**config.mk**
```make
export PLATFORM = sky130hd
export DESIGN_NAME = ex_pipe_ctrl
export DESIGN_NICKNAME = d
export VERILOG_FILES = /design/src/source/ex_pkg.sv /design/src/source/ex_pipe_ctrl.sv
export SDC_FILE = /design/constraint.sdc
export NUM_CORES = 1
export LEC_CHECK = 0
export ABC_AREA = 1
export BUFFER_PORTS_ARGS = -buffer_cell sky130_fd_sc_hd__buf_2
export CORE_AREA = 2 2 138 140
export CTS_CLUSTER_DIAMETER = 150
export DETAILED_ROUTE_END_ITERATION = 10
export DIE_AREA = 0 0 140 142
export PLACE_DENSITY = 0.42
export SLEW_MARGIN = 10
export SYNTH_ARGS = -nofsm -noshare
export SYNTH_HDL_FRONTEND = slang
export SYNTH_SLANG_ARGS = --single-unit
```
**constraint.sdc**
```tcl
create_clock -name clk -period 1.8 [get_ports clk]
set_input_delay 0.18 -clock clk [delete_from_list [all_inputs] [get_ports clk]]
set_output_delay 0.18 -clock clk [all_outputs]
set_load 0.02 [all_outputs]
```
**src/source/ex_pkg.sv**
```systemverilog
/*
  Shared definitions for the execute stage: data widths, ALU and multiplier
  opcodes, multiplier FSM states and the ID/EX, EX/WB and controller structs
*/
package ex_pkg;

  // Data path and register file widths
  localparam int unsigned XLEN       = 32;
  localparam int unsigned REG_ADDR_W = 5;
  localparam int unsigned SHAMT_W    = $clog2(XLEN);

  // Multiplier split into 16-bit halves, partial products carry a sign bit each
  localparam int unsigned MUL_HALF_W = XLEN / 2;
  localparam int unsigned MUL_PP_W   = 2 * (MUL_HALF_W + 1);
  localparam int unsigned MUL_PROD_W = 2 * XLEN;

  // ALU operations, the last four are the branch compares
  typedef enum logic [3:0] {
    ALU_ADD, ALU_SUB, ALU_AND, ALU_OR, ALU_XOR,
    ALU_SLL, ALU_SRL, ALU_SRA, ALU_SLT, ALU_SLTU,
    ALU_EQ, ALU_NE, ALU_LT, ALU_GE
  } alu_op_e;

  // Multiplier operations
  typedef enum logic [1:0] {MUL_LO, MUL_HI_SS, MUL_HI_UU} mul_op_e;

  // Multiplier FSM
  typedef enum logic [1:0] {MUL_IDLE, MUL_SUM, MUL_DONE} mul_state_e;

  // Decode to execute
  typedef struct packed {
    logic                  instr_valid;
    logic                  alu_en;
    logic                  mul_en;
    logic                  bch;
    logic                  rf_we;
    alu_op_e               alu_operator;
    mul_op_e               mul_operator;
    logic [XLEN-1:0]       operand_a;
    logic [XLEN-1:0]       operand_b;
    logic [XLEN-1:0]       operand_c;       // branch target
    logic [REG_ADDR_W-1:0] rf_waddr;
    logic [XLEN-1:0]       pc;
  } id_ex_t;

  // Execute to writeback
  typedef struct packed {
    logic                  instr_valid;
    logic                  rf_we;
    logic [REG_ADDR_W-1:0] rf_waddr;
    logic [XLEN-1:0]       rf_wdata;
    logic [XLEN-1:0]       pc;
    logic                  bch_taken;
  } ex_wb_t;

  // Controller levels for this stage
  typedef struct packed {
    logic kill_ex;
    logic halt_ex;
  } ctrl_fsm_t;

endpackage

```
**src/source/ex_pipe_ctrl.sv**
```systemverilog
/*
  Execute stage control: kill/halt gating, result select, branch outputs,
  stage valid/ready and the EX/WB pipeline register
*/
`timescale 1ns/10ps

module ex_pipe_ctrl (
  input  logic                      clk,
  input  logic                      rst_n,
  input  ex_pkg::id_ex_t            id_ex_pipe_i,
  input  ex_pkg::ctrl_fsm_t         ctrl_fsm_i,
  input  logic                      wb_ready_i,
  input  logic [ex_pkg::XLEN-1:0]   alu_result_i,
  input  logic                      alu_cmp_i,
  input  logic [ex_pkg::XLEN-1:0]   mul_result_i,
  input  logic                      mul_valid_i,
  input  logic                      mul_ready_i,
  output logic                      mul_en_o,
  output logic                      branch_decision_o,
  output logic [ex_pkg::XLEN-1:0]   branch_target_o,
  output logic [ex_pkg::XLEN-1:0]   rf_wdata_o,
  output logic                      ex_valid_o,
  output logic                      ex_ready_o,
  output ex_pkg::ex_wb_t            ex_wb_pipe_o
);

  logic                          instr_valid;
  logic                          wb_xfer;

  // EX/WB register, control part
  logic                          instr_valid_q;
  logic                          rf_we_q;
  logic                          bch_taken_q;
  // EX/WB register, payload part
  logic [ex_pkg::REG_ADDR_W-1:0] rf_waddr_q;
  logic [ex_pkg::XLEN-1:0]       rf_wdata_q;
  logic [ex_pkg::XLEN-1:0]       pc_q;

  // Kill or halt turns the instruction into a bubble
  assign instr_valid = id_ex_pipe_i.instr_valid && !ctrl_fsm_i.kill_ex && !ctrl_fsm_i.halt_ex;
  assign mul_en_o    = id_ex_pipe_i.mul_en && instr_valid;

  // Result select, forwarded to decode as well
  assign rf_wdata_o = id_ex_pipe_i.mul_en ? mul_result_i : alu_result_i;

  assign branch_decision_o = alu_cmp_i;
  assign branch_target_o   = id_ex_pipe_i.operand_c;

  //////////////////////////////////////////////////
  // Stage handshake
  //////////////////////////////////////////////////

  // ALU is single cycle, multiply waits for the unit
  assign ex_valid_o = instr_valid &&
                      (id_ex_pipe_i.alu_en || (id_ex_pipe_i.mul_en && mul_valid_i));
  assign ex_ready_o = ctrl_fsm_i.kill_ex ||
                      (mul_ready_i && wb_ready_i && !ctrl_fsm_i.halt_ex);

  assign wb_xfer = ex_valid_o && wb_ready_i;

  //////////////////////////////////////////////////
  // EX/WB register
  //////////////////////////////////////////////////

  always_ff @(posedge clk or negedge rst_n) begin
    if (!rst_n) begin
      instr_valid_q <= 1'b0;
      rf_we_q       <= 1'b0;
      bch_taken_q   <= 1'b0;
    end else if (wb_xfer) begin
      instr_valid_q <= 1'b1;
      rf_we_q       <= id_ex_pipe_i.rf_we;
      bch_taken_q   <= id_ex_pipe_i.bch && branch_decision_o;
    end else if (wb_ready_i) begin
      // WB took the last one and nothing follows
      instr_valid_q <= 1'b0;
    end
  end

  always_ff @(posedge clk) begin
    if (wb_xfer) begin
      rf_waddr_q <= id_ex_pipe_i.rf_waddr;
      rf_wdata_q <= rf_wdata_o;
      pc_q       <= id_ex_pipe_i.pc;
    end
  end

  assign ex_wb_pipe_o.instr_valid = instr_valid_q;
  assign ex_wb_pipe_o.rf_we       = rf_we_q;
  assign ex_wb_pipe_o.rf_waddr    = rf_waddr_q;
  assign ex_wb_pipe_o.rf_wdata    = rf_wdata_q;
  assign ex_wb_pipe_o.pc          = pc_q;
  assign ex_wb_pipe_o.bch_taken   = bch_taken_q;

endmodule

```
; ---- After elaboration in Yosys (flattened, before gate mapping)
; Index checks and enable logic that the tools add are counted.
[word_totals]
register_bits = 72
out_inout_bits = 140
wordCells = 23
[op_classes]
n_mux = 3
n_reduce_logical = 14
[ops]
columns = op, n
row1 = $mux W32, 1
row2 = $logic_and A1 B1 Y1, 9
row3 = $logic_not A1 Y1, 2
row4 = $logic_or A1 B1 Y1, 2
row5 = $mux W1, 2
row6 = $reduce_bool A2 Y1, 1

; ---- Logic depth before layout (Yosys ltp)
[logic_depth]
depth_word = 6
ltp_mapped = 6

; ---- Worst setup path after synthesis
; OpenSTA, ideal clock, no wires.
[synth_timing]
path_type = input -> register
start = input id_ex_pipe_i[141] (netlist bit)
end = register pc_q[0] (netlist bit) (enable)
setup_time_ns = 0.423
arrival_time_ns = 1.896
path_slack_ns = -0.519
cell_stages = 5
cell_sequence = buf_4 > nand2_4 > nand2_4 > nand4_2 > inv_1
[synth_between]
elab_chain_cells = 4
[synth_rtl]
columns = element, line
row1 = "start, declared", ex_pipe_ctrl.sv:10  ; input ex_pkg::id_ex_t id_ex_pipe_i,
row2 = $logic_and A1 B1 Y1, ex_pipe_ctrl.sv:55  ; (id_ex_pipe_i.alu_en || (id_ex_pipe_i.mul_en && mul_valid_i));
row3 = $logic_or A1 B1 Y1, ex_pipe_ctrl.sv:55
row4 = $logic_and A1 B1 Y1, ex_pipe_ctrl.sv:54  ; assign ex_valid_o = instr_valid &&
row5 = $logic_and A1 B1 Y1, ex_pipe_ctrl.sv:59  ; assign wb_xfer = ex_valid_o && wb_ready_i;
row6 = net wb_xfer, ex_pipe_ctrl.sv:28  ; logic wb_xfer;
row7 = "end signal, assigned", ex_pipe_ctrl.sv:84  ; pc_q <= id_ex_pipe_i.pc;
row8 = "end, declared", ex_pipe_ctrl.sv:37  ; logic [ex_pkg::XLEN-1:0] pc_q;
; The timed path passes the listed nets, and every way through them passes these cells.
; A chain may end at the register's enable or synchronous reset.

; ---- Worst setup path after layout
[layout_timing]
start = input id_ex_pipe_i[141] (netlist bit)
end = output rf_wdata_o[18] (netlist bit)
[layout_between]
elab_chain_cells = 1
[layout_rtl]
columns = element, line
row1 = $mux W32, ex_pipe_ctrl.sv:44  ; assign rf_wdata_o = id_ex_pipe_i.mul_en ? mul_result_i : alu_result_i;
row2 = "end, declared", ex_pipe_ctrl.sv:21  ; output logic [ex_pkg::XLEN-1:0] rf_wdata_o,
; Every way passes these cells.

==> results_dict.tcl <==
set metrics [dict create \
    outcome "complete, but fails checks" \
    violations "design-rule violations" \
    grt_pass1_wl_mm 13.7 \
    grt_max_degree 46 \
    post-place-ws_ns 0.297 \
    die_area_mm2 0.0199 \
    rsz0062_at_grt "false" \
    p_total_w 0.00451 \
    worstPathCellList "buf_2 > inv_4 > nand2_1 > nand2_1 > buf_2" \
    final_common_cell "buf_2" \
    netlist_area_mm2 0.00296 \
    path_clk_slew_ns 0.06 \
    dp_cells 653 \
    grt_antenna_before_repair 0 \
    antenna_left 0 \
    synth.distinct_cells 12 \
    slew_violations 0 \
    synth_area_leader_cell "edfxtp_1" \
    root_buffer "clkbuf_16" \
    power.leakage_nw 2.10 \
    syn_avg_cell_area_um2 12.5 \
    overflow 0 \
    cp_data_required_time_ns 1.62 \
    period_share_pct 73.1 \
    setup-violations-final 0 \
    dpl.hpwl_mm 7.87 \
    fmax_ghz 0.760 \
    layout_common_cells "buf_2, nand2_1, edfxtp_1" \
    cp-end-kind "output port" \
    nNetsFinal 651 \
    cts_htree_levels 3 \
    worstPathArrival_ns 1.14 \
    max_stage_delay_ns 0.30 \
    synth_nets 453 \
    start_kind "input port" \
    post_drt_wl_per_cell_um 14.5 \
    drt_first_pass_iters 10 \
    grtUsageTotal_pct 9.36 \
    timing_hold_violations_final 0 \
    drcViolationCount 19 \
    cts_buffers 9 \
    die_w_um 140 \
    seq_area_frac_synth_pct 72.6 \
    io_buffers 221 \
    worst_slew_pin_slew_ns 0.379 \
    core_mm2 0.0185 \
    num_vias 2458 \
    peakVddDrop_v 0.000358 \
    power_density_mw_per_mm2 1010 \
    grt_pass1_vias 2386 \
    stdcell_count 674 \
    antenna_cells 0 \
    row_count 50 \
    period_minus_slack_ns 1.32 \
    drt_iter0_drc 134 \
    drive_above_1_share_pct 55.7 \
    slowest_stage "inv_4" \
    finalWirelength_mm 9.80 \
    synth_top_area_share_pct 70.1 \
    insertion_delay_ns 0.33 \
    ys_top_cells_by_area "edfxtp_1, nand2_1, buf_4, dfrtp_1, inv_1" \
    cap_viol_max_count 0 \
    syn_to_final_growth_pct 51.8 \
    cp_max_fo 33 \
    place.gp.congestion 0.803 \
    hold_path_class "in2reg" \
    layout_setup_ws_ns 0.485 \
    synth-seq-cells 72 \
    syn_inst 237 \
    die_h_um 142 \
    ys_warn_count 0 \
    vias_per_cell 3.65 \
    relSlewSlack_pct 74.7 \
    cts_tree "done" \
    initial_core_util_pct 16.0 \
    finClkSkew_ns 0 \
    cts_sinks 72 \
    path_class "in2out" \
    cts_max_path_buffers 2 \
    ios 356 \
]
[cell usage after synthesis]
cell type / number
dfrtp_1: 3
inv_4: 1
o21ai_0: 2
nand4_2: 1
nand2_4: 2
inv_1: 6
edfxtp_1: 69
buf_2: 2
nor2_1: 4
buf_4: 41
nand4_1: 2
nand2_1: 104
[per-layer routing]
metal  part of all wire (%)  track usage, %
met5                      0               0
met4                    4.7            6.49
met3                     11            3.73
met2                     47            14.9
met1                     37            10.3
[through the flow]
stage	instance area (um2)	hold WS (ns)	setup TNS, ns	utilization [%]
3_5_place_dp	4090	-0.0217	0	22.2
5_1_grt	4490	0.000226	0	24.3
3_3_place_gp	4090	-0.0228	0	22.2
4_1_cts	4490	0.000380	0	24.3
6_report	4490	0.0228	0	24.3
2_1_floorplan	2980	-0.116	-4.94	-
[repair_timing]
action	CTS	global route
hold buffers	5	0
gates resized for setup	0	0
buffers inserted	0	0
endpoints found under the hold margin	7	0
[worst max-delay path: cells and delay by family]
kind                   cells  cell delay [ns]
and+or+nand+nor            2             0.27
buffers and inverters      3             0.67
[power breakdown]
group	switching, W	internal [W]	total (W)	leakage [nW]
Sequential	0.0000144	0.00189	0.00191	0.655
Clock	0.000719	0.00136	0.00208	0.164
Combinational	0.000330	0.000201	0.000531	1.28
Total	0.00106	0.00345	0.00451	2.10
[logic make-up (layout without fill, tap and decap cells)]
| logic type | Yosys count | after routing | synth area share [%] |
|---|---|---|---|
| AOI/OAI and AO/OA | 2 | 2 | 0.339 |
| buffers and inverters | 50 | 253 | 11.7 |
| DFF | 72 | 72 | 72.6 |
| and+or+nand+nor | 113 | 113 | 15.3 |
[final timing paths]
check	from	to	slack, ns	cells after the start
max in group asynchronous	rst_n	bch_taken_q	1.52	2
worst min-delay path	id_ex_pipe_i[3]	pc_q[3]	0.02	1
worst min register to register	rf_we_q	rf_we_q	0.48	2
worst max register to register	instr_valid_q	instr_valid_q	1.19	2
min in group asynchronous	rst_n	instr_valid_q	0.16	2
worst max-delay path	id_ex_pipe_i[141]	rf_wdata_o[18]	0.48	5
[sequential cells by signal, indices dropped and copies added, names as in the netlist]
| name | cells |
|---|---|
| rf_we_q | 1 |
| pc_q | 32 |
| rf_wdata_q | 32 |
| rf_waddr_q | 5 |
| instr_valid_q | 1 |
| bch_taken_q | 1 |
[area by class of cell]
cell class	count	area [um2]
multi-input combinational	115	472
sequential	72	2150
inverter	7	32.5
fill	1994	14000
tap	234	293
clock buffer	9	225
timing repair buffer	230	1200
clock inverter	7	119
Power figures use the tool's default switching activity.
