==> config.mk <==
export PLATFORM = sky130hd
export DESIGN_NAME = ex_mult
export DESIGN_NICKNAME = d
export VERILOG_FILES = /design/src/source/ex_pkg.sv /design/src/source/ex_mult.sv
export SDC_FILE = /design/constraint.sdc
export NUM_CORES = 2
export LEC_CHECK = 0
export BUFFER_PORTS_ARGS = -buffer_cell sky130_fd_sc_hd__buf_2
export CORE_MARGIN = 2
export CORE_UTILIZATION = 55
export CTS_BUF_LIST = sky130_fd_sc_hd__clkbuf_8
export CTS_CLUSTER_DIAMETER = 200
export DETAILED_ROUTE_END_ITERATION = 7
export PLACE_DENSITY = 0.72
export SLEW_MARGIN = 30
export SYNTH_ARGS = -nofsm -noshare
export SYNTH_HDL_FRONTEND = slang
export SYNTH_SLANG_ARGS = --single-unit
==> constraint.sdc <==
create_clock -name clk -period 8 [get_ports clk]
set_input_delay 0.8 -clock clk [delete_from_list [all_inputs] [get_ports clk]]
set_output_delay 0.8 -clock clk [all_outputs]
set_load 0.05 [all_outputs]
==> src/source/ex_pkg.sv <==
/*
  Shared definitions for the execute stage: data widths, ALU and multiplier
  opcodes, multiplier FSM states and the ID/EX, EX/WB and controller structs
*/
package ex_pkg;

  // Data path and register file widths
  localparam int unsigned XLEN       = 32;
  localparam int unsigned REG_ADDR_W = 5;
  localparam int unsigned SHAMT_W    = $clog2(XLEN);

  // Multiplier split into 16-bit halves, partial products carry a sign bit each
  localparam int unsigned MUL_HALF_W = XLEN / 2;
  localparam int unsigned MUL_PP_W   = 2 * (MUL_HALF_W + 1);
  localparam int unsigned MUL_PROD_W = 2 * XLEN;

  // ALU operations, the last four are the branch compares
  typedef enum logic [3:0] {
    ALU_ADD, ALU_SUB, ALU_AND, ALU_OR, ALU_XOR,
    ALU_SLL, ALU_SRL, ALU_SRA, ALU_SLT, ALU_SLTU,
    ALU_EQ, ALU_NE, ALU_LT, ALU_GE
  } alu_op_e;

  // Multiplier operations
  typedef enum logic [1:0] {MUL_LO, MUL_HI_SS, MUL_HI_UU} mul_op_e;

  // Multiplier FSM
  typedef enum logic [1:0] {MUL_IDLE, MUL_SUM, MUL_DONE} mul_state_e;

  // Decode to execute
  typedef struct packed {
    logic                  instr_valid;
    logic                  alu_en;
    logic                  mul_en;
    logic                  bch;
    logic                  rf_we;
    alu_op_e               alu_operator;
    mul_op_e               mul_operator;
    logic [XLEN-1:0]       operand_a;
    logic [XLEN-1:0]       operand_b;
    logic [XLEN-1:0]       operand_c;       // branch target
    logic [REG_ADDR_W-1:0] rf_waddr;
    logic [XLEN-1:0]       pc;
  } id_ex_t;

  // Execute to writeback
  typedef struct packed {
    logic                  instr_valid;
    logic                  rf_we;
    logic [REG_ADDR_W-1:0] rf_waddr;
    logic [XLEN-1:0]       rf_wdata;
    logic [XLEN-1:0]       pc;
    logic                  bch_taken;
  } ex_wb_t;

  // Controller levels for this stage
  typedef struct packed {
    logic kill_ex;
    logic halt_ex;
  } ctrl_fsm_t;

endpackage

==> src/source/ex_mult.sv <==
/*
  Multi-cycle 32x32 multiplier: MUL, MULH and MULHU from four registered
  16x16 partial products, with a valid/ready handshake on both sides
*/
`timescale 1ns/10ps

module ex_mult (
  input  logic                      clk,
  input  logic                      rst_n,
  input  ex_pkg::mul_op_e           operator_i,
  input  logic [ex_pkg::XLEN-1:0]   op_a_i,
  input  logic [ex_pkg::XLEN-1:0]   op_b_i,
  input  logic                      valid_i,
  output logic                      ready_o,
  output logic                      valid_o,
  input  logic                      ready_i,
  output logic [ex_pkg::XLEN-1:0]   result_o
);

  localparam int unsigned HW = ex_pkg::MUL_HALF_W;

  ex_pkg::mul_state_e state_q, state_d;

  // Captured operands and operation
  ex_pkg::mul_op_e                  op_q;
  logic [ex_pkg::XLEN-1:0]          op_a_q;
  logic [ex_pkg::XLEN-1:0]          op_b_q;

  // Halves widened to 17 bits, upper halves carry the sign in MULH
  logic                             is_signed;
  logic signed [HW:0]               a_lo, a_hi, b_lo, b_hi;

  logic signed [ex_pkg::MUL_PP_W-1:0] pp_ll_q, pp_lh_q, pp_hl_q, pp_hh_q;
  logic signed [ex_pkg::MUL_PP_W:0]   pp_mid;
  logic signed [ex_pkg::MUL_PROD_W-1:0] product;

  assign is_signed = (op_q == ex_pkg::MUL_HI_SS);

  assign a_lo = {1'b0, op_a_q[HW-1:0]};
  assign b_lo = {1'b0, op_b_q[HW-1:0]};
  assign a_hi = {is_signed & op_a_q[ex_pkg::XLEN-1], op_a_q[ex_pkg::XLEN-1:HW]};
  assign b_hi = {is_signed & op_b_q[ex_pkg::XLEN-1], op_b_q[ex_pkg::XLEN-1:HW]};

  //////////////////////////////////////////////////
  // FSM
  //////////////////////////////////////////////////

  always_comb begin
    state_d = state_q;
    case (state_q)
      ex_pkg::MUL_IDLE: if (valid_i) state_d = ex_pkg::MUL_SUM;
      // Dropped valid means the instruction was killed or halted
      ex_pkg::MUL_SUM:  state_d = valid_i ? ex_pkg::MUL_DONE : ex_pkg::MUL_IDLE;
      ex_pkg::MUL_DONE: if (!valid_i || ready_i) state_d = ex_pkg::MUL_IDLE;
      default:          state_d = ex_pkg::MUL_IDLE;
    endcase
  end

  always_ff @(posedge clk or negedge rst_n) begin
    if (!rst_n) begin
      state_q <= ex_pkg::MUL_IDLE;
    end else begin
      state_q <= state_d;
    end
  end

  // Operand capture on acceptance, partial products in MUL_SUM
  always_ff @(posedge clk) begin
    if (state_q == ex_pkg::MUL_IDLE && valid_i) begin
      op_q   <= operator_i;
      op_a_q <= op_a_i;
      op_b_q <= op_b_i;
    end
    if (state_q == ex_pkg::MUL_SUM) begin
      pp_ll_q <= a_lo * b_lo;
      pp_lh_q <= a_lo * b_hi;
      pp_hl_q <= a_hi * b_lo;
      pp_hh_q <= a_hi * b_hi;
    end
  end

  // Cross terms share one shift
  assign pp_mid  = pp_lh_q + pp_hl_q;
  assign product = ex_pkg::MUL_PROD_W'(pp_ll_q)
                 + (ex_pkg::MUL_PROD_W'(pp_mid) << HW)
                 + (ex_pkg::MUL_PROD_W'(pp_hh_q) << ex_pkg::XLEN);

  assign result_o = (op_q == ex_pkg::MUL_LO) ? product[ex_pkg::XLEN-1:0]
                                              : product[ex_pkg::MUL_PROD_W-1:ex_pkg::XLEN];

  // Handshake
  assign valid_o = (state_q == ex_pkg::MUL_DONE);
  assign ready_o = ((state_q == ex_pkg::MUL_IDLE) && !valid_i) ||
                   ((state_q == ex_pkg::MUL_DONE) && ready_i);

endmodule

; ---- Word level (Yosys, flattened, before mapping)
; Index checks and enable logic that the tools add are counted.
[word_totals]
reg_bits = 200
latchBits = 0
ramBits = 0
romBits = 0
input_bits = 70
memories = 0
[op_classes]
n_addsub = 3
multipliers = 4
div = 0
n_lt_le_gt_ge = 0
eq_ne = 5
n_shift = 0
muxes = 5
n_bitwise = 2
n_reduce_logical = 9
[op_table]
columns = operator, n
row1 = $mul 17x17->34, 2
row2 = $add 52x64->64, 1
row3 = $add 33x51->52, 1
row4 = $add 34x34->35, 1
row5 = $mul 16x16->32, 1
row6 = $mul 17x17->32, 1
row7 = $mux 32, 1
row8 = $mux 2, 3
row9 = $pmux 2 s3, 1
row10 = $eq 2x1->1 const B, 2
row11 = $logic_not 2->1, 2
row12 = $logic_and 1x1->1, 3
row13 = $and 1x1->1, 2
row14 = $eq 2x2->1 const B, 1
row15 = $logic_or 1x1->1, 2
row16 = $ne 2x1->1 const B, 1
row17 = $ne 2x2->1 const B, 1
row18 = $reduce_and 2->1, 1
row19 = $logic_not 1->1, 1

; ---- Logic depth before layout (Yosys ltp)
[logic_depth]
depth_word = 4
depth_mapped = 27
mapped_depth_nobuf = 26

; ---- Least setup slack after synthesis
; No wires, ideal clock.
[synth_timing]
path_kind = register -> register
from = reg state_q[1]
to = reg pp_hh_q[0] (netlist bit) (enable)
setup_ps = 641
t_arrival_ps = 6272
setup_slack_ps = 1087
path_stages_with_launch = 2
path_buffers = 0
period_less_slack_ps = 6913
cell_sequence = dfrtp_1 nor2b_1
[synth_between]
elab_chain_cells = 1
[synth_lines]
columns = item, line_no
row1 = start: declaration, ex_mult.sv:22  ; ex_pkg::mul_state_e state_q, state_d;
row2 = start signal: assignment, ex_mult.sv:61  ; state_q <= ex_pkg::MUL_IDLE;
row3 = start signal: assignment, ex_mult.sv:63  ; state_q <= state_d;
row4 = $eq 2x1->1, ex_mult.sv:74  ; if (state_q == ex_pkg::MUL_SUM) begin
row5 = end signal: assignment, ex_mult.sv:78  ; pp_hh_q <= a_hi * b_hi;
row6 = end: declaration, ex_mult.sv:33  ; logic signed [ex_pkg::MUL_PP_W-1:0] pp_ll_q, pp_lh_q, pp_hl_q, pp_hh_q;
; Every way passes these cells.
; A chain may end at the register's enable or synchronous reset.

; ---- Final worst setup path
[layout_timing]
from = reg pp_lh_q[0] (netlist bit)
to = out result_o[29] (netlist bit)
[layout_between]
elab_chain_cells = 4
[layout_lines]
columns = item, line_no
row1 = start: declaration, ex_mult.sv:33
row2 = start signal: assignment, ex_mult.sv:76  ; pp_lh_q <= a_lo * b_hi;
row3 = $add 34x34->35, ex_mult.sv:83  ; assign pp_mid = pp_lh_q + pp_hl_q;
row4 = $add 33x51->52, ex_mult.sv:85  ; + (ex_pkg::MUL_PROD_W'(pp_mid) << HW)
row5 = $add 52x64->64, ex_mult.sv:86  ; + (ex_pkg::MUL_PROD_W'(pp_hh_q) << ex_pkg::XLEN);
row6 = $mux 32, ex_mult.sv:88  ; assign result_o = (op_q == ex_pkg::MUL_LO) ? product[ex_pkg::XLEN-1:0]
row7 = end: declaration, ex_mult.sv:17  ; output logic [ex_pkg::XLEN-1:0] result_o
; Every way passes these cells.

==> metrics.md <==
| Metric | Value |
|---|---|
| Status | `finished, final reports clean` |
| IO buf count | `103` |
| Iter 0 DRT Violations | `2,532` |
| Unrepaired setup endpoints after global routing | `false` |
| Post-DP HPWL | `109 mm` |
| Worst Path Max Fanout | `7` |
| Post-synth EDFFs | `198` |
| Syn avg cell area | `9.27 um^2` |
| Root buffer cell | `clkbuf_8` |
| First drt pass iteration count | `6` |
| Syn Inst Count | `5,285` |
| Layout cells sized above 1 | `5.63%` |
| Yosys warns | `0` |
| Top FF cell, synth | `edfxtp_1` |
| Pre-CTS WS | `0.491 ns` |
| Postcts setup bufs | `0` |
| Number of buffers created by CTS | `17` |
| Mapped Nets | `6,803` |
| RR Startpoint | `op_q[1]$_DFFE_PP_` |
| Number of remaining DRC errors | `0` |
| Post-synthesis sequential area ratio | `12.2%` |
| IO Count | `104` |
| Core box area | `88,400 um^2` |
| Crit. End Element | `output port` |
| Register clock-pin slew on the reported worst setup and hold paths | `0.16 ns` |
| CP arrival | `6.75 ns` |
| Cell variety after synth | `74` |
| Routed len/inst | `20.2 um` |
| Clock insertion delay at the later pin of the skew report | `0.65 ns` |
| Pins Over Slew Limit | `0` |
| Routed WL | `131 mm` |
| Final worst-path cycle share | `94.4%` |
| Count of final hold-check violations | `0` |
| Synth async-reset ratio | `1.00%` |
| Beginning of the worst hold path | `op_a_i[16]` |
| Die area | `91,500 um^2` |
| Final ANT Viol Nets | `0` |
| Worst Slack Setup Final | `0.449 ns` |
| Vias after detailed routing | `35,500` |
| Fin util | `58.5%` |
| Slew headroom | `29.1%` |
| Global route overflow | `0` |
| Fin crit period | `7.55 ns` |
| Worst endpoint required time | `7.20 ns` |
| Initial antenna violation count | `6` |
| Initial Utilization | `55.5%` |
| Max Root-Sink Buffers | `2` |
| Vias in the first global route | `37,800` |
| Post-Synth Simple-Gate Area | `14.5%` |
| Critical path class | `flip-flop to output port` |
| Cell Area, Synth | `49,000 um^2` |
| Post-Synth Adder-Cell Area | `51.8%` |
| First-pass GRT wire length | `210 mm` |
| Multiplexer share of the synthesized area | `0.0817%` |
| Largest family of logic cells by synthesized area | `adder cells` |
| Die span in x | `303 um` |
| Max cap viols | `0` |
| Setup Skew | `0.0472 ns` |
| Synth-to-layout area growth | `5.55%` |
| Setup_tns | `0 ns` |
| CP Launch Type | `flip-flop` |
| Number of synthesized register bits | `200` |
| Gr usage total | `30.2%` |
| Gpl congestion | `0.936` |
| Max Fclk | `132 MHz` |
| Core Rows | `109` |
| Largest net degree at the start of global routing | `70` |
| Synth Area in Compound Gates | `7.00%` |
| Worst-margin pin slew | `1.06 ns` |
| Post-layout nets | `6,838` |
| Vias per cell | `5.47` |
| Final setup fails | `0` |
| CTS H-tree lvls | `4` |
| XOR/XNOR Fraction of Synth Area | `3.43%` |
| DIE HEIGHT | `303 um` |
| Crit path launch | `pp_lh_q[0]$_DFFE_PP_` |
| CTS tree | `built` |
| Min-Delay Path Class | `primary input to flip-flop` |
| CTS sink count | `200` |
## cells in the final DEF (no fill, tap or decap), types with 21 or more instances in the layout
master and n:
a21o_1 103, a21oi_1 162, and2_1 443, and3_1 28, buf_2 103, buf_4 112, edfxtp_1 198, fa_1 966
ha_1 482, inv_1 1212, nand2_1 695, nand2b_1 25, nand3_1 21, nor2_1 137, nor3_1 30, o21a_1 37
o21ai_0 83, xnor2_1 139, xor2_1 53
## flip-flops by register name, indices dropped and copies added, names as in the netlist
register	cells
pp_hh_q	32
pp_hl_q	34
pp_lh_q	34
state_q	2
op_b_q	32
op_a_q	32
pp_ll_q	32
op_q	2
## cell type report
type / instances / area (um^2)
diodes: 2 / 5.00
clock buffers: 17 / 234
clock inverters: 15 / 194
fillers: 7720 / 36600
inverters: 1212 / 4550
multi-input cells: 3656 / 37700
flip-flops and latches: 200 / 6000
well taps: 1165 / 1460
repair buffers: 233 / 1630
## path summary, 6_finish.rpt
check | endpoint | slack (ns) | depth (start not counted)
setup / recovery | result_o[29] | 0.45 | 22
hold reg to reg | state_q[0]$_DFFE_PN0P_ | 0.56 | 1
min in group asynchronous | state_q[1]$_DFFE_PN0P_ | 0.50 | 2
max in group asynchronous | state_q[0]$_DFFE_PN0P_ | 7.41 | 2
setup reg to reg | pp_hh_q[31]$_DFFE_PP_ | 0.55 | 21
hold / removal | op_a_q[16]$_DFFE_PP_ | 0.31 | 1
## per-layer routing
| layer | GRT usage, % | vias to the layer above | wire, um |
|---|---|---|---|
| met5 | 0 | - | 29 |
| met4 | 10.6 | 4 | 4570 |
| met3 | 5.36 | 202 | 10700 |
| met2 | 48.0 | 1348 | 59300 |
| met1 | 41.9 | 17900 | 56400 |
| li1 | - | 16100 | - |
## through the flow
step	cells	instance area (um^2)	hold slack, ns
after global routing	6499	51700	0.304
final	6500	51700	0.311
after floorplan	5285	49000	0.468
after global placement	6455	51200	0.516
after detailed placement	6459	51200	0.548
after CTS	6492	51600	0.262
## repair_timing
| action | in CTS | in global routing |
|---|---|---|
| hold buffers | 1 | 0 |
| gates resized for setup | 0 | 1 |
| endpoints found under the setup margin | 0 | 2 |
| hold endpoints to repair | 2 | 0 |
## critical path: stages (launching register included)
cell and delay (ns):
edfxtp_1 0.40, ha_1 0.23, fa_1 0.42, a211oi_1 0.37
o21ai_0 0.24, o211a_1 0.25, or2_2 0.32, and2_1 0.18
o21ai_0 0.19, nor2b_1 0.19, xnor2_1 0.21, ha_1 0.40
a2111oi_0 0.42, o21ai_0 0.14, o21ai_0 0.17, o211a_1 0.26
a311o_1 0.26, nand4_1 0.18, a311oi_1 0.33, o21bai_1 0.12
xor2_1 0.33, a21o_1 0.21, buf_2 0.27
## kinds of logic (layout without fill, tap and decap cells)
logic type	Yosys count	in the layout
flops	200	200
simple gates	1478	1478
fa+ha+maj	1448	1448
buf+inv	1429	1477
compound gates	534	534
other cells	0	2
mux	4	4
xor+xnor	192	192
## cells in the mapped netlist, drive strengths merged (23+ instances only)
cell type | n | area (um^2)
inv | 1212 | 4550
fa | 966 | 19300
nand2 | 695 | 2610
ha | 482 | 6030
and2 | 443 | 2770
clkbuf | 216 | 811
edfxtp | 198 | 5950
a21oi | 163 | 820
xnor2 | 139 | 1220
nor2 | 138 | 518
a21o | 106 | 800
o21ai | 97 | 489
xor2 | 53 | 464
o21a | 37 | 278
and3 | 30 | 194
nor3 | 30 | 150
nand2b | 25 | 156
or2 | 23 | 144
Power is not shown: default switching activity piles up to over one toggle a cycle in this logic, so the estimate is an artifact.
