## config.mk

```make
export PLATFORM = sky130hd
export DESIGN_NAME = ex_alu
export DESIGN_NICKNAME = d
export VERILOG_FILES = /design/src/source/ex_pkg.sv /design/src/source/ex_alu.sv
export SDC_FILE = /design/constraint.sdc
export NUM_CORES = 1
export LEC_CHECK = 0
export BUFFER_PORTS_ARGS = -buffer_cell sky130_fd_sc_hd__buf_2
export CORE_MARGIN = 5
export CORE_UTILIZATION = 55
export DETAILED_ROUTE_END_ITERATION = 12
export PLACE_DENSITY = 0.82
export SLEW_MARGIN = 30
export SYNTH_ARGS = -nofsm -noshare
export SYNTH_HDL_FRONTEND = slang
export SYNTH_SLANG_ARGS = --single-unit
```

## constraint.sdc

```tcl
create_clock -name vclk -period 7.1
set_clock_uncertainty 0.1 [all_clocks]
set_input_delay 1.42 -clock vclk [all_inputs]
set_output_delay 1.42 -clock vclk [all_outputs]
set_load 0.01 [all_outputs]
```

## src/source/ex_pkg.sv

```systemverilog
/*
  Shared definitions for the execute stage: data widths, ALU and multiplier
  opcodes, multiplier FSM states and the ID/EX, EX/WB and controller structs
*/
package ex_pkg;

  // Data path and register file widths
  localparam int unsigned XLEN       = 32;
  localparam int unsigned REG_ADDR_W = 5;
  localparam int unsigned SHAMT_W    = $clog2(XLEN);

  // Multiplier split into 16-bit halves, partial products carry a sign bit each
  localparam int unsigned MUL_HALF_W = XLEN / 2;
  localparam int unsigned MUL_PP_W   = 2 * (MUL_HALF_W + 1);
  localparam int unsigned MUL_PROD_W = 2 * XLEN;

  // ALU operations, the last four are the branch compares
  typedef enum logic [3:0] {
    ALU_ADD, ALU_SUB, ALU_AND, ALU_OR, ALU_XOR,
    ALU_SLL, ALU_SRL, ALU_SRA, ALU_SLT, ALU_SLTU,
    ALU_EQ, ALU_NE, ALU_LT, ALU_GE
  } alu_op_e;

  // Multiplier operations
  typedef enum logic [1:0] {MUL_LO, MUL_HI_SS, MUL_HI_UU} mul_op_e;

  // Multiplier FSM
  typedef enum logic [1:0] {MUL_IDLE, MUL_SUM, MUL_DONE} mul_state_e;

  // Decode to execute
  typedef struct packed {
    logic                  instr_valid;
    logic                  alu_en;
    logic                  mul_en;
    logic                  bch;
    logic                  rf_we;
    alu_op_e               alu_operator;
    mul_op_e               mul_operator;
    logic [XLEN-1:0]       operand_a;
    logic [XLEN-1:0]       operand_b;
    logic [XLEN-1:0]       operand_c;       // branch target
    logic [REG_ADDR_W-1:0] rf_waddr;
    logic [XLEN-1:0]       pc;
  } id_ex_t;

  // Execute to writeback
  typedef struct packed {
    logic                  instr_valid;
    logic                  rf_we;
    logic [REG_ADDR_W-1:0] rf_waddr;
    logic [XLEN-1:0]       rf_wdata;
    logic [XLEN-1:0]       pc;
    logic                  bch_taken;
  } ex_wb_t;

  // Controller levels for this stage
  typedef struct packed {
    logic kill_ex;
    logic halt_ex;
  } ctrl_fsm_t;

endpackage

```

## src/source/ex_alu.sv

```systemverilog
/*
  Single-cycle ALU: add/sub, logic, shifts, set-less-than and branch compares
  sharing one adder for subtract and compare
*/
`timescale 1ns/10ps

module ex_alu (
  input  ex_pkg::alu_op_e           operator_i,
  input  logic [ex_pkg::XLEN-1:0]   operand_a_i,
  input  logic [ex_pkg::XLEN-1:0]   operand_b_i,
  output logic [ex_pkg::XLEN-1:0]   result_o,
  output logic                      cmp_result_o
);

  logic                         is_sub;
  logic [ex_pkg::XLEN-1:0]      adder_b;
  logic [ex_pkg::XLEN:0]        adder_sum;
  logic                         lt_s;
  logic                         lt_u;
  logic                         eq;
  logic [ex_pkg::SHAMT_W-1:0]   shamt;

  // Everything but ADD goes through the adder as a - b
  assign is_sub  = (operator_i != ex_pkg::ALU_ADD);
  assign adder_b = operand_b_i ^ {ex_pkg::XLEN{is_sub}};

  // Extra top bit keeps the carry out for the unsigned compare
  assign adder_sum = {1'b0, operand_a_i} + {1'b0, adder_b} + {{ex_pkg::XLEN{1'b0}}, is_sub};

  // No carry out of a - b means a borrow, so a < b unsigned
  assign lt_u = ~adder_sum[ex_pkg::XLEN];
  // Signs differ: the negative one is smaller, else the difference sign decides
  assign lt_s = (operand_a_i[ex_pkg::XLEN-1] != operand_b_i[ex_pkg::XLEN-1]) ?
                operand_a_i[ex_pkg::XLEN-1] : adder_sum[ex_pkg::XLEN-1];
  assign eq   = (adder_sum[ex_pkg::XLEN-1:0] == '0);

  assign shamt = operand_b_i[ex_pkg::SHAMT_W-1:0];

  // Branch condition, only the four branch opcodes raise it
  always_comb begin
    case (operator_i)
      ex_pkg::ALU_EQ: cmp_result_o = eq;
      ex_pkg::ALU_NE: cmp_result_o = ~eq;
      ex_pkg::ALU_LT: cmp_result_o = lt_s;
      ex_pkg::ALU_GE: cmp_result_o = ~lt_s;
      default:        cmp_result_o = 1'b0;
    endcase
  end

  // Result mux
  always_comb begin
    case (operator_i)
      ex_pkg::ALU_ADD,
      ex_pkg::ALU_SUB:  result_o = adder_sum[ex_pkg::XLEN-1:0];
      ex_pkg::ALU_AND:  result_o = operand_a_i & operand_b_i;
      ex_pkg::ALU_OR:   result_o = operand_a_i | operand_b_i;
      ex_pkg::ALU_XOR:  result_o = operand_a_i ^ operand_b_i;
      ex_pkg::ALU_SLL:  result_o = operand_a_i << shamt;
      ex_pkg::ALU_SRL:  result_o = operand_a_i >> shamt;
      ex_pkg::ALU_SRA:  result_o = $unsigned($signed(operand_a_i) >>> shamt);
      ex_pkg::ALU_SLT:  result_o = {{(ex_pkg::XLEN-1){1'b0}}, lt_s};
      ex_pkg::ALU_SLTU: result_o = {{(ex_pkg::XLEN-1){1'b0}}, lt_u};
      // Compares return their branch bit zero-extended
      ex_pkg::ALU_EQ,
      ex_pkg::ALU_NE,
      ex_pkg::ALU_LT,
      ex_pkg::ALU_GE:   result_o = {{(ex_pkg::XLEN-1){1'b0}}, cmp_result_o};
      default:          result_o = '0;
    endcase
  end

endmodule

```

# ---- Yosys cells after proc, flatten, opt, wreduce, memory -nomap -nowiden
# Index checks and enable logic that the tools add are counted.
dict set report word_totals {
  reg_bits 0
  out_inout_bits 33
  elab_cells 34
  inputBits 68
}
dict set report classes {
  n_eq_ne 14
  add_sub_neg 2
  shift 3
  bitwise_logic 7
  mux 3
  reduce_logical 5
}
# cell count
set op_table {}
lappend op_table {{$pmux 32 s10} 1}
lappend op_table {{$xor 32x32->32} 2}
lappend op_table {{$add 32x32->33} 1}
lappend op_table {{$add 33x1->33} 1}
lappend op_table {{$and 32x32->32} 1}
lappend op_table {{$logic_not 32->1} 1}
lappend op_table {{$or 32x32->32} 1}
lappend op_table {{$shl 32x5->32} 1}
lappend op_table {{$shr 32x5->32} 1}
lappend op_table {{$sshr 32x5->32} 1}
lappend op_table {{$eq 4x4->1 const B} 6}
lappend op_table {{$eq 4x3->1 const B} 4}
lappend op_table {{$eq 4x2->1 const B} 2}
lappend op_table {{$eq 4x1->1 const B} 1}
lappend op_table {{$logic_not 4->1} 1}
lappend op_table {{$pmux 1 s4} 1}
lappend op_table {{$reduce_bool 4->1} 1}
lappend op_table {{$reduce_or 4->1} 1}
lappend op_table {{$not 1->1} 3}
lappend op_table {{$reduce_or 2->1} 1}
lappend op_table {{$mux 1} 1}
lappend op_table {{$ne 1x1->1} 1}

# ---- Longest topological paths before layout
dict set report logic_depth {
  word_depth 8
  ltp_mapped 16
  ltp_nobuf 13
}

# ---- Least setup slack after synthesis
# Ideal clock, no wire load.
dict set report synth_path {
  kind {input to output}
  start {in operand_b_i[1] (netlist name)}
  end {out result_o[0] (netlist name)}
  t_arrival_ps 5843
  n_path_buf 3
  required_ps 5580
  setup_slack_ps -263
  path_stages 15
  path_cell_list {clkbuf_1 clkbuf_1 clkbuf_1 xnor2_1 fa_1 a211oi_1 o211ai_1 a21oi_1 o21ai_0 nor3_1 o2111ai_1 or4_1 nor4_1 mux2i_1 or4b_1}
}
dict set report synth_via {
  elab_chain_cells 7
  elab_cells_between_ends 13
  classes_between {add/sub: 2; shift: 3; mux: 3; bitwise: 4; reduce/logical: 1}
}
# item line_no
set synth_rtl {}
lappend synth_rtl {{from (decl)} ex_alu.sv:10} ;# input logic [ex_pkg::XLEN-1:0] operand_b_i,
lappend synth_rtl {{$xor 32x32->32 (*)} ex_alu.sv:25} ;# assign adder_b = operand_b_i ^ {ex_pkg::XLEN{is_sub}};
lappend synth_rtl {{$add 32x32->33 (*)} ex_alu.sv:28} ;# assign adder_sum = {1'b0, operand_a_i} + {1'b0, adder_b} + {{ex_pkg::XLEN{1'b0}}, is_sub};
lappend synth_rtl {{$add 33x1->33 (*)} ex_alu.sv:28}
lappend synth_rtl {{$logic_not 32->1 or $mux 1 (tied branches)} {ex_alu.sv:35, ex_alu.sv:33}}
lappend synth_rtl {{$not 1->1, on equally long branches} {ex_alu.sv:43, ex_alu.sv:45}}
lappend synth_rtl {{$pmux 1 s4 (*)} ex_alu.sv:41} ;# case (operator_i)
lappend synth_rtl {{net cmp_result_o} ex_alu.sv:12} ;# output logic cmp_result_o
lappend synth_rtl {{$pmux 32 s10 (*)} ex_alu.sv:52} ;# case (operator_i)
lappend synth_rtl {{to (decl)} ex_alu.sv:11} ;# output logic [ex_pkg::XLEN-1:0] result_o,
# The timed path passes the listed nets; every way through them passes the cells marked *.

# ---- Worst setup path after layout
dict set report layout_path {
  start {in operator_i[0]}
  end {out result_o[0] (netlist name)}
}
dict set report layout_via {
  elab_chain_cells 8
  elab_cells_between_ends 27
  classes_between {add/sub: 2; eq/ne: 13; mux: 3; bitwise: 4; reduce/logical: 5}
}
# item line_no
set layout_rtl {}
lappend layout_rtl {{from (decl)} ex_alu.sv:8} ;# input ex_pkg::alu_op_e operator_i,
lappend layout_rtl {{$reduce_bool 4->1} ex_alu.sv:24} ;# assign is_sub = (operator_i != ex_pkg::ALU_ADD);
lappend layout_rtl {{$xor 32x32->32} ex_alu.sv:25}
lappend layout_rtl {{$add 32x32->33} ex_alu.sv:28}
lappend layout_rtl {{$add 33x1->33} ex_alu.sv:28}
lappend layout_rtl {{$logic_not 32->1 or $mux 1 (tied branches)} {ex_alu.sv:35, ex_alu.sv:33}}
lappend layout_rtl {{$not 1->1, on equally long branches} {ex_alu.sv:43, ex_alu.sv:45}}
lappend layout_rtl {{$pmux 1 s4} ex_alu.sv:41}
lappend layout_rtl {{$pmux 32 s10 (*)} ex_alu.sv:52}
# Mark *: on every way between the ends. The rest lies on a longest branch, timed or not.

==> results.md <==
- Post-synth top cells: o21ai_0, nand2_1, nor2_1
- Initial Util: 56.5%
- Die ar.: 16900 sq um
- Clock network power share: 0%
- Post-synth top area cell: ha_1
- Worst rel slew slack: 38.3%
- PwrDens: 95.5 nW/um^2
- Fillers: 1247
- Failing checks: setup timing
- GPL Wtd Cong: 1.10
- Fin util: 71.0%
- Final cell count without fillers: 1568
- First-pass GRT wire length: 54.7 mm
- Yosys top cell area share: 15.7%
- Max VDD drop: 0.0584 mV
- Hold Crit Class: primary input to primary output
- Unrepaired setup endpoints after global routing: true
- GRT Util Overall: 41.1%
- Site Rows: 43
- Post-synthesis cell area: 7900 sq um
- Warnings, synthesis: 0
- Vias per inst: 6.93
- Tightest Pin Transition: 0.926 ns
- PortBufs: 101
- Vias: 10900
- Vias in the first global route: 9828
- Worst Path Required: 5.58 ns
- Final setup fails: 2
- Total wire length: 36.8 mm
- DP HPWL: 28.5 mm
- Initial antenna violation count: 0
- Worst path most repeated cell: buf_4
- Post-Syn Instances: 1201
- Largest stage delay, worst path: 0.53 ns
- Synth unique cells: 71
- Initial DRC Count: 1582
- First-pass DRT Iterations: 8
- Cell with the most instances after synthesis: o21ai_0
- Top cells by area, synth: ha_1, o21ai_0, mux2i_1
- Ant diodes: 0
- Syn Area/Cell: 6.58 sq um
- Ports: 101
- Post-CTS Hold Buffers: 0
- Worst Path Class, Setup: primary input to primary output
- Seq/Total Area, Yosys: 0%
- CP Cell Sequence: buf_8 -> nor4_4 -> buf_6 -> buf_8 -> xnor2_2 -> ha_1 -> o211ai_1 -> buf_4 -> o21a_1 -> o2bb2ai_2 -> buf_4 -> a21oi_4 -> o41ai_4 -> xnor2_1 -> or4b_4 -> nor4_4 -> buf_4 -> mux2i_2 -> or4b_1 -> buf_2
- ANT nets after route: 0
- Gate power share: 100.0%
- Final Cycle Share: 106%
- Element type at the critical path start: primary input
- Syn nets: 1369
- Overall power: 948 uW
- Die height: 130 microns
- Slowest CP cell: or4b_4
- P_int: 400 uW
- Nets: 1558
- Flip-flop and latch area: 0 sq um
- Highest Clock Rate: 133 MHz
- Slew Limit Fails: 0
- Crit path max fanout: 8
- Switching Fraction: 57.8%
- Max Cap Viol: 0
- Critical Path End Type: primary output
- P_leak: 4.60 nW
- Outcome: finished, violations left
- Total gr overflow: 0
- Final setup margin: -0.422 ns
- Ratio of cells with drive above 1 in the final layout: 24.7%
- Critical path data arrival time: 6.00 ns
- Largest net degree at the start of global routing: 94
- Die X: 130 microns
- Worst hold slack: 3.30 ns
- Seq_cells: 0
- DRC Markers: 0
- Area grow syn2layout: 25.6%
- # clk buffers: 0
- P_sw: 548 uW
- Fin. Hold Viols: 0
- Flop pwr share: 0%
- Core area: 14000 sq um
- Post-layout minimum cycle time: 7.52 ns
- Cells after DPL: 1557
- WL/cell: 23.5 microns
-- cell usage in the layout (no fill, tap or decap), drive strengths merged, types with 5 or more instances in the layout --
| master | synthesis | final |
|---|---|---|
| a211o | 15 | 15 |
| nor4 | 8 | 8 |
| xnor2 | 41 | 41 |
| ha | 99 | 99 |
| or3 | 15 | 15 |
| o21a | 8 | 8 |
| inv | 71 | 71 |
| nor3 | 23 | 23 |
| a21oi | 80 | 80 |
| mux2i | 54 | 54 |
| mux4 | 16 | 16 |
| a22oi | 28 | 28 |
| a31oi | 10 | 10 |
| o211ai | 34 | 34 |
| o22ai | 7 | 7 |
| and2 | 8 | 8 |
| a311oi | 6 | 6 |
| o221ai | 6 | 6 |
| a221oi | 6 | 6 |
| xor2 | 9 | 9 |
| o31ai | 10 | 10 |
| nand3 | 21 | 21 |
| o211a | 5 | 5 |
| a311o | 5 | 5 |
| buf | 20 | 278 |
| nand4 | 13 | 13 |
| a211oi | 22 | 22 |
| o2111ai | 12 | 12 |
| nand2b | 19 | 19 |
| nor2 | 107 | 107 |
| a221o | 8 | 8 |
| o21ai | 146 | 146 |
| a21o | 14 | 14 |
| nand2 | 120 | 120 |
-- routing by layer --
metal	wire, microns	share of wire (%)	up-vias	GRT usage [%]
met5	0	0	-	0
li1	-	-	4877	-
met1	14100	38	5049	54.3
met2	16000	44	787	65.9
met3	4770	13	159	9.25
met4	1920	5.2	0	14.5
-- power groups by stage --
stage | combinational [mW] | clock (mW) | sequential (mW)
floorplan | 0.487 | 0 | 0
global placement | 0.853 | 0 | 0
detailed placement | 0.865 | 0 | 0
CTS | 0.892 | 0 | 0
global route | 1.00 | 0 | 0
finish | 0.948 | 0 | 0
-- cell families after synthesis --
| family | synth area share, % |
|---|---|
| mux | 12.0 |
| compound gates | 37.1 |
| fa+ha+maj | 15.9 |
| simple gates | 21.6 |
| xor+xnor | 5.54 |
| buf+inv | 7.81 |
-- worst max-delay path: cells and delay by family --
family                     cells  cell delay [ns]
muxes                          1             0.06
buffers and inverters          7             1.17
xor gates and xnor gates       2             0.27
adders and majority gates      1             0.36
and+or+nand+nor                4             1.70
AOI/OAI and AO/OA              5             1.00
-- through the flow --
stage | worst slack, ns | cell area, sq um | setup TNS (ns)
6_report | -0.422 | 9930 | -0.497
5_1_grt | -0.585 | 9930 | -0.836
4_1_cts | -0.231 | 9750 | -0.231
3_5_place_dp | -0.782 | 9570 | -1.18
3_3_place_gp | -0.730 | 9570 | -1.07
2_1_floorplan | 0.00722 | 7910 | 0
-- cell type report --
type / instances / area [sq um] / share of cell area (%)
inverters: 72 / 270 / 2.72
well taps: 180 / 225 / 2.27
multi-input cells: 1037 / 7510 / 75.6
repair buffers: 279 / 1930 / 19.4
-- path summary, 6_finish.rpt --
| path | from | endpoint | slack, ns | depth (start not counted) |
|---|---|---|---|---|
| setup / recovery | operator_i[0] | result_o[0] | -0.42 | 20 |
| hold / removal | operand_b_i[6] | result_o[6] | 3.30 | 5 |
-- repair_timing --
item	in CTS	in global routing
gates resized for setup	35	21
gates cloned	0	1
setup endpoints to repair	2	2
buffers inserted	4	6
pin swaps	9	20
No activity file was read; power rests on OpenSTA's default activity.
